**config.mk**
```make
export PLATFORM = sky130hd
export DESIGN_NAME = cpu_back_end
export DESIGN_NICKNAME = d
export VERILOG_FILES = /design/src/back_end_pkg.sv /design/src/cpu_back_end.sv /design/src/wb_unit.sv /design/src/reg_file.sv /design/src/mem_stage.sv /design/src/pipe_latch.sv
export SDC_FILE = /design/constraint.sdc
export NUM_CORES = 2
export LEC_CHECK = 0
export BUFFER_PORTS_ARGS = -buffer_cell sky130_fd_sc_hd__buf_4
export CORE_MARGIN = 2
export CORE_UTILIZATION = 42
export DETAILED_ROUTE_END_ITERATION = 10
export PLACE_DENSITY = 0.68
export SLEW_MARGIN = 10
export SYNTH_ARGS = -nofsm -noshare
export SYNTH_HDL_FRONTEND = slang
export SYNTH_MEMORY_MAX_BITS = 65536
export SYNTH_SLANG_ARGS = --single-unit
```
**constraint.sdc**
```tcl
create_clock -name clk -period 3.9 [get_ports clk]
set_clock_uncertainty 0.05 [all_clocks]
set_input_delay 0.78 -clock clk [delete_from_list [all_inputs] [get_ports clk]]
set_output_delay 0.78 -clock clk [all_outputs]
set_load 0.02 [all_outputs]
```
**src/back_end_pkg.sv**
```systemverilog
package back_end_pkg;

    // data path width and default memory size
    localparam int WORD_SIZE         = 16;
    localparam int MEM_DEPTH_DEFAULT = 256;

    typedef logic [WORD_SIZE-1:0] word_t;

    // four general registers
    typedef logic [1:0] reg_addr_t;

    // fields carried from execute into the memory stage
    typedef struct packed {
        word_t     alu_result;
        word_t     store_data;
        word_t     r_data1;
        reg_addr_t rd;
        logic      mem_read;
        logic      mem_write;
        logic      mem_to_reg;
        logic      reg_write;
        logic      is_wwd;
        logic      is_done;
        logic      halt_op;
    } ex_mem_t;

    // fields carried from the memory stage into writeback
    typedef struct packed {
        word_t     mem_data;
        word_t     alu_result;
        word_t     r_data1;
        reg_addr_t rd;
        logic      mem_to_reg;
        logic      reg_write;
        logic      is_wwd;
        logic      is_done;
        logic      halt_op;
    } mem_wb_t;

endpackage
```
**src/cpu_back_end.sv**
```systemverilog
`timescale 1ns/100ps

module cpu_back_end
    import back_end_pkg::*;
#(
    parameter int MEM_DEPTH = MEM_DEPTH_DEFAULT
) (
    input  logic      clk,
    input  logic      reset_n,
    input  logic      flush,
    input  logic      ex_valid,
    input  word_t     ex_alu_result,
    input  word_t     ex_store_data,
    input  word_t     ex_r_data1,
    input  reg_addr_t ex_rd,
    input  logic      ex_mem_read,
    input  logic      ex_mem_write,
    input  logic      ex_mem_to_reg,
    input  logic      ex_reg_write,
    input  logic      ex_is_wwd,
    input  logic      ex_is_done,
    input  logic      ex_halt_op,
    input  reg_addr_t rs_addr,
    input  reg_addr_t rt_addr,
    output word_t     rs_data,
    output word_t     rt_data,
    output logic      wb_write,
    output reg_addr_t wb_rd,
    output word_t     wb_data,
    output word_t     output_port,
    output logic      output_valid,
    output word_t     num_inst,
    output logic      halted
);

    ex_mem_t ex_mem_d;
    ex_mem_t ex_mem_q;
    logic    ex_mem_valid;

    mem_wb_t mem_wb_d;
    mem_wb_t mem_wb_q;
    logic    mem_wb_valid;

    word_t   mem_data;

    // execute fields into the EX/MEM payload
    assign ex_mem_d = '{
        alu_result: ex_alu_result,
        store_data: ex_store_data,
        r_data1:    ex_r_data1,
        rd:         ex_rd,
        mem_read:   ex_mem_read,
        mem_write:  ex_mem_write,
        mem_to_reg: ex_mem_to_reg,
        reg_write:  ex_reg_write,
        is_wwd:     ex_is_wwd,
        is_done:    ex_is_done,
        halt_op:    ex_halt_op
    };

    // flush only ever kills the instruction entering EX/MEM
    pipe_latch #(.payload_t(ex_mem_t)) ex_mem_i (
        .clk       (clk),
        .reset_n   (reset_n),
        .flush     (flush),
        .in_valid  (ex_valid),
        .in_data   (ex_mem_d),
        .out_valid (ex_mem_valid),
        .out_data  (ex_mem_q)
    );

    mem_stage #(.MEM_DEPTH(MEM_DEPTH)) mem_stage_i (
        .clk        (clk),
        .valid      (ex_mem_valid),
        .mem_read   (ex_mem_q.mem_read),
        .mem_write  (ex_mem_q.mem_write),
        .addr       (ex_mem_q.alu_result),
        .store_data (ex_mem_q.store_data),
        .mem_data   (mem_data)
    );

    // load data joins the rest of the latched fields
    assign mem_wb_d = '{
        mem_data:   mem_data,
        alu_result: ex_mem_q.alu_result,
        r_data1:    ex_mem_q.r_data1,
        rd:         ex_mem_q.rd,
        mem_to_reg: ex_mem_q.mem_to_reg,
        reg_write:  ex_mem_q.reg_write,
        is_wwd:     ex_mem_q.is_wwd,
        is_done:    ex_mem_q.is_done,
        halt_op:    ex_mem_q.halt_op
    };

    pipe_latch #(.payload_t(mem_wb_t)) mem_wb_i (
        .clk       (clk),
        .reset_n   (reset_n),
        .flush     (1'b0),
        .in_valid  (ex_mem_valid),
        .in_data   (mem_wb_d),
        .out_valid (mem_wb_valid),
        .out_data  (mem_wb_q)
    );

    wb_unit wb_unit_i (
        .clk          (clk),
        .reset_n      (reset_n),
        .valid        (mem_wb_valid),
        .mem_to_reg   (mem_wb_q.mem_to_reg),
        .reg_write    (mem_wb_q.reg_write),
        .is_wwd       (mem_wb_q.is_wwd),
        .is_done      (mem_wb_q.is_done),
        .halt_op      (mem_wb_q.halt_op),
        .mem_data     (mem_wb_q.mem_data),
        .alu_result   (mem_wb_q.alu_result),
        .r_data1      (mem_wb_q.r_data1),
        .rd           (mem_wb_q.rd),
        .wb_write     (wb_write),
        .wb_rd        (wb_rd),
        .wb_data      (wb_data),
        .output_port  (output_port),
        .output_valid (output_valid),
        .num_inst     (num_inst),
        .halted       (halted)
    );

    // write port comes straight from writeback
    reg_file reg_file_i (
        .clk     (clk),
        .reset_n (reset_n),
        .write   (wb_write),
        .wr_addr (wb_rd),
        .wr_data (wb_data),
        .rs_addr (rs_addr),
        .rt_addr (rt_addr),
        .rs_data (rs_data),
        .rt_data (rt_data)
    );

endmodule

```
**src/wb_unit.sv**
```systemverilog
`timescale 1ns/100ps

module wb_unit
    import back_end_pkg::*;
(
    input  logic      clk,
    input  logic      reset_n,
    input  logic      valid,
    input  logic      mem_to_reg,
    input  logic      reg_write,
    input  logic      is_wwd,
    input  logic      is_done,
    input  logic      halt_op,
    input  word_t     mem_data,
    input  word_t     alu_result,
    input  word_t     r_data1,
    input  reg_addr_t rd,
    output logic      wb_write,
    output reg_addr_t wb_rd,
    output word_t     wb_data,
    output word_t     output_port,
    output logic      output_valid,
    output word_t     num_inst,
    output logic      halted
);

    // an instruction retires only while the core is still running
    logic retire;

    assign retire = valid & ~halted;

    // loaded word or alu result
    assign wb_data = mem_to_reg ? mem_data : alu_result;
    assign wb_rd   = rd;

    assign wb_write = retire & reg_write;

    // wwd puts the first source operand on the output port
    assign output_valid = retire & is_wwd;
    assign output_port  = r_data1;

    always_ff @(posedge clk) begin
        if (reset_n) begin
            num_inst <= '0;
            halted   <= 1'b0;
        end else begin
            if (retire && is_done) begin
                num_inst <= num_inst + word_t'(1);
            end
            // sticky until the next reset
            if (retire && halt_op) begin
                halted <= 1'b1;
            end
        end
    end

endmodule

```
**src/reg_file.sv**
```systemverilog
`timescale 1ns/100ps

module reg_file
    import back_end_pkg::*;
(
    input  logic      clk,
    input  logic      reset_n,
    input  logic      write,
    input  reg_addr_t wr_addr,
    input  word_t     wr_data,
    input  reg_addr_t rs_addr,
    input  reg_addr_t rt_addr,
    output word_t     rs_data,
    output word_t     rt_data
);

    word_t regs [4];

    logic rs_bypass;
    logic rt_bypass;

    always_ff @(posedge clk) begin
        if (reset_n) begin
            for (int i = 0; i < 4; i++) begin
                regs[i] <= '0;
            end
        end else if (write) begin
            regs[wr_addr] <= wr_data;
        end
    end

    // write-through so a read in the writeback cycle sees the new value
    assign rs_bypass = write && (wr_addr == rs_addr);
    assign rt_bypass = write && (wr_addr == rt_addr);

    assign rs_data = rs_bypass ? wr_data : regs[rs_addr];
    assign rt_data = rt_bypass ? wr_data : regs[rt_addr];

endmodule

```
**src/mem_stage.sv**
```systemverilog
`timescale 1ns/100ps

module mem_stage
    import back_end_pkg::*;
#(
    parameter int MEM_DEPTH = MEM_DEPTH_DEFAULT
) (
    input  logic  clk,
    input  logic  valid,
    input  logic  mem_read,
    input  logic  mem_write,
    input  word_t addr,
    input  word_t store_data,
    output word_t mem_data
);

    localparam int ADDR_BITS = $clog2(MEM_DEPTH);

    // word addressed data memory
    word_t mem [MEM_DEPTH];

    logic [ADDR_BITS-1:0] index;
    logic                 do_load;
    logic                 do_store;

    // only the low address bits select a word
    assign index = addr[ADDR_BITS-1:0];

    // bubbles never touch memory
    assign do_load  = valid & mem_read;
    assign do_store = valid & mem_write;

    always_ff @(posedge clk) begin
        if (do_store) begin
            mem[index] <= store_data;
        end
    end

    // load data is combinational within the MEM cycle
    // zero when nothing is loaded
    assign mem_data = do_load ? mem[index] : '0;

endmodule

```
**src/pipe_latch.sv**
```systemverilog
`timescale 1ns/100ps

module pipe_latch #(
    parameter type payload_t = logic
) (
    input  logic     clk,
    input  logic     reset_n,
    input  logic     flush,
    input  logic     in_valid,
    input  payload_t in_data,
    output logic     out_valid,
    output payload_t out_data
);

    // valid bit marks a real instruction, a low bit is a bubble
    always_ff @(posedge clk) begin
        if (reset_n) begin
            out_valid <= 1'b0;
        end else begin
            out_valid <= in_valid & ~flush;
        end
    end

    // payload loads every cycle, control fields stay as they came in
    always_ff @(posedge clk) begin
        out_data <= in_data;
    end

endmodule

```
==> Yosys cells after proc, flatten, opt, wreduce, memory -nomap -nowiden <==
Memories as Yosys holds them, arrays and structs flattened. A register that Yosys moved wholly into a read port is not among the register bits.
Cells that the tools add are included.
Widths: inputs -> output; s select.
{ "totals": {"register_bits": 115, "ram_bits": 4160, "inputBits": 65, "word_cells": 55, "memories": 2} }
{ "op_classes": {"n_addsub": 1, "eq_ne": 2, "n_mux": 13, "bitwise": 8, "reduce_logical": 6} }
{ "memory_table": {"columns": ["name", "depth", "width", "read_ports", "rd_clocked_by_memory_dff", "wr", "line_no", "source"], "rows": [
  ["mem_stage_i.mem", 256, 16, 1, 1, 1, "mem_stage.sv:20", "word_t mem [MEM_DEPTH];"],
  ["reg_file_i.regs", 4, 16, 2, 0, 4, "reg_file.sv:17", "word_t regs [4];"]
]} }
{ "ops": {"columns": ["op", "n"], "rows": [
  ["$mux 16", 4],
  ["$add 16x1->16 const B", 1],
  ["$reduce_or 16->1", 1],
  ["$mux 1", 8],
  ["$and 1x1->1", 6],
  ["$eq 2x2->1", 2],
  ["$logic_and 1x1->1", 4],
  ["$mux 2", 1],
  ["$not 1->1", 2],
  ["$logic_not 1->1", 1]
]} }

==> Depth between registers and ports, before layout <==
{ "depth": {"word_depth": 8, "mapped_depth": 12, "ltp_nobuf": 7} }

==> Modules after synthesis <==
A second synthesis with hierarchy kept.
{ "unflattened": {"cells_unflattened": 8214, "area_unflattened_um2": 164554.1} }
{ "modules_own_cells": {"columns": ["mod", "instances", "cells_per_inst", "area_each_um2"], "rows": [
  ["mem_stage", 1, 7753, 157275.8],
  ["reg_file", 1, 221, 3842.4],
  ["pipe_latch at ex_mem_i", 1, 59, 1173.6],
  ["pipe_latch at mem_wb_i", 1, 57, 1133.6],
  ["wb_unit", 1, 123, 1124.8],
  ["cpu_back_end", 1, 1, 3.8]
]} }

==> Worst setup path before layout <==
Ideal clock, no wire load.
{ "synth_path": {"path_type": "register -> register", "start": "register ex_mem_i.out_data[25] (netlist name)", "end": "memory mem_stage_i.mem[0][0] (netlist name) (data pin)", "arrival_time_ps": 3382, "slack_ps": -384, "stages_incl_launch_ff": 1, "path_buffers": 0, "period_less_slack_ps": 4284, "path_cell_list": "dfxtp_1"} }
{ "synth_rtl": {"columns": ["item", "line_no", "source"], "rows": [
  ["start, declared", "pipe_latch.sv:12", "output payload_t out_data"],
  ["start signal, assigned", "pipe_latch.sv:26", "out_data <= in_data;"],
  ["end, declared", "mem_stage.sv:20", null]
]} }
Straight into the memory's write port.

==> flow_summary.toml <==
[sta]
hold_violations = 0
fin_hold_ws_ps = 89.3
worstMarginPinSlew_ps = 1270
fin_crit_sh = 0.975
rsz0062_at_grt = "false"
min_period_ps = 3800
setup_viol_count_final = 0
drv_slew = 0
timing.fmax_mhz = 263
relSlewSlack = 0.151

[clock_network]
clockBufferDepth = 4
cts_sinks = 4291
h-tree-depth = 5
numCtsBuffers = 422
tritoncts = "built"
clock_latency_ps = 990
cts_root_buffer = "clkbuf_16"
clk_pin_slew_worst_paths_ps = 60

[global_routing]
grt_pass1_wl_um = 611000
grt_pass1_vias = 82300
grt-ovfl-total = 0
grt_max_degree = 166
track_usage = 0.213
grt_antenna_before_repair = 23

[min_path]
min_path_type = "in2reg"

[placed_design]
dpl.cell_count = 13200
placed_area_mm2 = 0.175
io_buffers = 149
place_hpwl_um = 261000
place_congestion = 0.871

[logic_synthesis]
synth_top_family_by_area = "multiplexers"
synth-simple-area-share = 0.0244
synth.distinct_cells = 51
synth_nets = 7697
syn_area_mm2 = 0.164
seq_area_frac_synth = 0.779
synth_ff_type = "edfxtp_1"
synth_top_area_cell = "edfxtp_1"
synth-async-reset-ratio = 0
syn_inst = 7631
avgSynthCellArea_um2 = 21.5
synth_enable_flop_cells = 4160
synth_compound_area_frac = 0.0276
synth_xor_area_frac = 0.00102
muxShareOfSynthArea = 0.154
synth_fa_ha_area_frac = 0.0000764
ys_warn_count = 0
synth_seq_cells = 4291
synth_area_leaders = "edfxtp_1, mux4_2, dfxtp_1, mux2i_1, a22oi_1"
synth_top_area_frac = 0.763

[finish]
fillerInstances = 30700
area_growth_syn_to_layout_pct = 15.8
num-nets-final = 8510
finish.instance_area_mm2 = 0.190
layout.cells.non_filler = 14000
drive_above_1_share = 0.285
final_core_util = 0.488

[setup_path]
crit_chain = "buf_12, buf_12, buf_4, mux4_2, mux4_2, a32oi_1, and4_1, buf_4, nand3_1"
worstPathArrival_ps = 4610
crit_path_end_kind = "flop"
worst_setup_path_start_kind = "flop"
cpLargestDelayFamily = "multiplexers"
critPathSlowestCell = "dfxtp_4"
path_max_fanout = 29
crit_type = "reg2reg"
cp.buffers_inverters = 4
worstPathRequired_ps = 4710
crit_path_max_incr_delay_ps = 660

[routing]
route.final.wire_length_um = 429000
vias_per_cell = 5.91
vias = 82900
firstDrtPassIters = 6
ant_nets = 0
drc = 0
drt_iter0_drc = 11800
wl_per_cell_um = 30.6

[power_and_ir_drop]
p_per_area_mw_per_mm2 = 503
p_leak_nw = 60.7
irDropWorstVdd_v = 0.000407
finalPower_mw = 95.4

[floorplan]
core_mm2 = 0.389
initial_core_util = 0.421
die_area_mm2 = 0.395
fp-row-count = 229
die_y_um = 628
fp.dieW_um = 628
ios = 150

[outcome]
run_status = "finished clean"

[run]
drv_cap = 0
-- power by group --
part | switching [mW] | total, mW | internal, mW
registers | 0.264 | 50.9 | 50.6
clock network | 17.6 | 40.3 | 22.7
logic | 2.62 | 4.27 | 1.65
total | 20.4 | 95.4 | 75.0
-- registers in the layout, summed over array words and instances, names as in the netlist --
register and count:
mem_stage_i.mem 4096, reg_file_i.regs 64, ex_mem_i.out_data 57, mem_wb_i.out_data 55, wb_unit_i.num_inst 16, ex_mem_i.out_valid 1, mem_wb_i.out_valid 1, wb_unit_i.halted 1
-- cell usage after synthesis (all sizes together) (46+ instances only) --
cell type and n:
buf 285, nand2 316, dfxtp 131, nor2 385, o211ai 46, nand3 61, a21oi 114, clkbuf 179
mux4 990, mux2i 236, and3 53, o21ai 64, edfxtp 4160, a22oi 267
-- worst paths after layout --
check,depth (start not counted),endpoint,slack [ps],startpoint
max reg2reg,9,mem_wb_i.out_data[49]$_SDFF_PN0_,100,ex_mem_i.out_data[41]$_DFF_P_
max,9,mem_wb_i.out_data[49]$_SDFF_PN0_,100,ex_mem_i.out_data[41]$_DFF_P_
min reg2reg,0,mem_wb_i.out_data[14]$_DFF_P_,270,ex_mem_i.out_data[16]$_DFF_P_
min,2,ex_mem_i.out_valid$_SDFF_PP0_,90,ex_valid
-- routing by layer --
metal | part of all wire | global-route usage | vias up | routed length [µm]
met5 | 0.00013 | 0 | - | 56
met3 | 0.10 | 0.0419 | 777 | 43900
met2 | 0.47 | 0.334 | 4814 | 202000
li1 | - | - | 33500 | -
met1 | 0.38 | 0.296 | 43800 | 164000
met4 | 0.044 | 0.0829 | 8 | 19000
-- cell families (layout without fill, tap and decap cells) --
family / after synthesis / in the layout
xor gates and xnor gates: 19 / 19
other: 0 / 20
AOI/OAI and AO/OA: 646 / 646
muxes: 1269 / 1269
adders and majority gates: 1 / 1
buffers and inverters: 483 / 1661
DFF: 4291 / 4291
and+or+nand+nor: 922 / 922
-- through the flow --
| step | TNS, ps | setup slack (ps) |
|---|---|---|
| global route | 0 | 13.5 |
| floorplan | 0 | 328 |
| detailed placement | -356 | -172 |
| finish | 0 | 95.6 |
| global placement | -471 | -197 |
| CTS | 0 | 24.1 |
-- worst reg2reg max path, stage by stage (launching register included) --
cell and delay [ps]:
dfxtp_4 660, buf_12 290, buf_12 290, buf_4 320, mux4_2 550, mux4_2 460, a32oi_1 540, and4_1 300
buf_4 150, nand3_1 80
-- timing repair --
item | in CTS | in global routing
pin swaps | 1 | 1
endpoints found under the hold margin | 58 | 0
hold buffers | 58 | 0
setup buffers | 0 | 4
resized for setup | 7 | 5
setup endpoints to repair | 8 | 8
-- cell usage in the layout, fill, tap and decap left out, drive strengths merged, types with 35 or more instances in the layout --
master,synthesis,routed
mux2,43,43
dfxtp,131,131
o211ai,46,46
nor2,385,385
a22oi,267,267
clkinv,0,200
o21ai,64,64
edfxtp,4160,4160
mux4,990,990
clkbuf,179,526
a21oi,114,114
bufinv,0,35
and3,53,53
inv,19,38
nand2,316,316
buf,285,795
nand3,61,61
dlygate4sd3,0,58
mux2i,236,236
-- final cells by class --
type	count	area, µm²	area share
Antenna cell	20	50.0	0.000264
Sequential cell	4291	128000	0.673
Tap cell	5197	6500	0.0343
Clock inverter	263	2610	0.0138
Multi-Input combinational cell	2857	34000	0.179
Timing Repair Buffer	853	7600	0.0401
Clock buffer	526	11100	0.0587
Inverter	19	73.8	0.000389
Power figures use the tool's default switching activity.
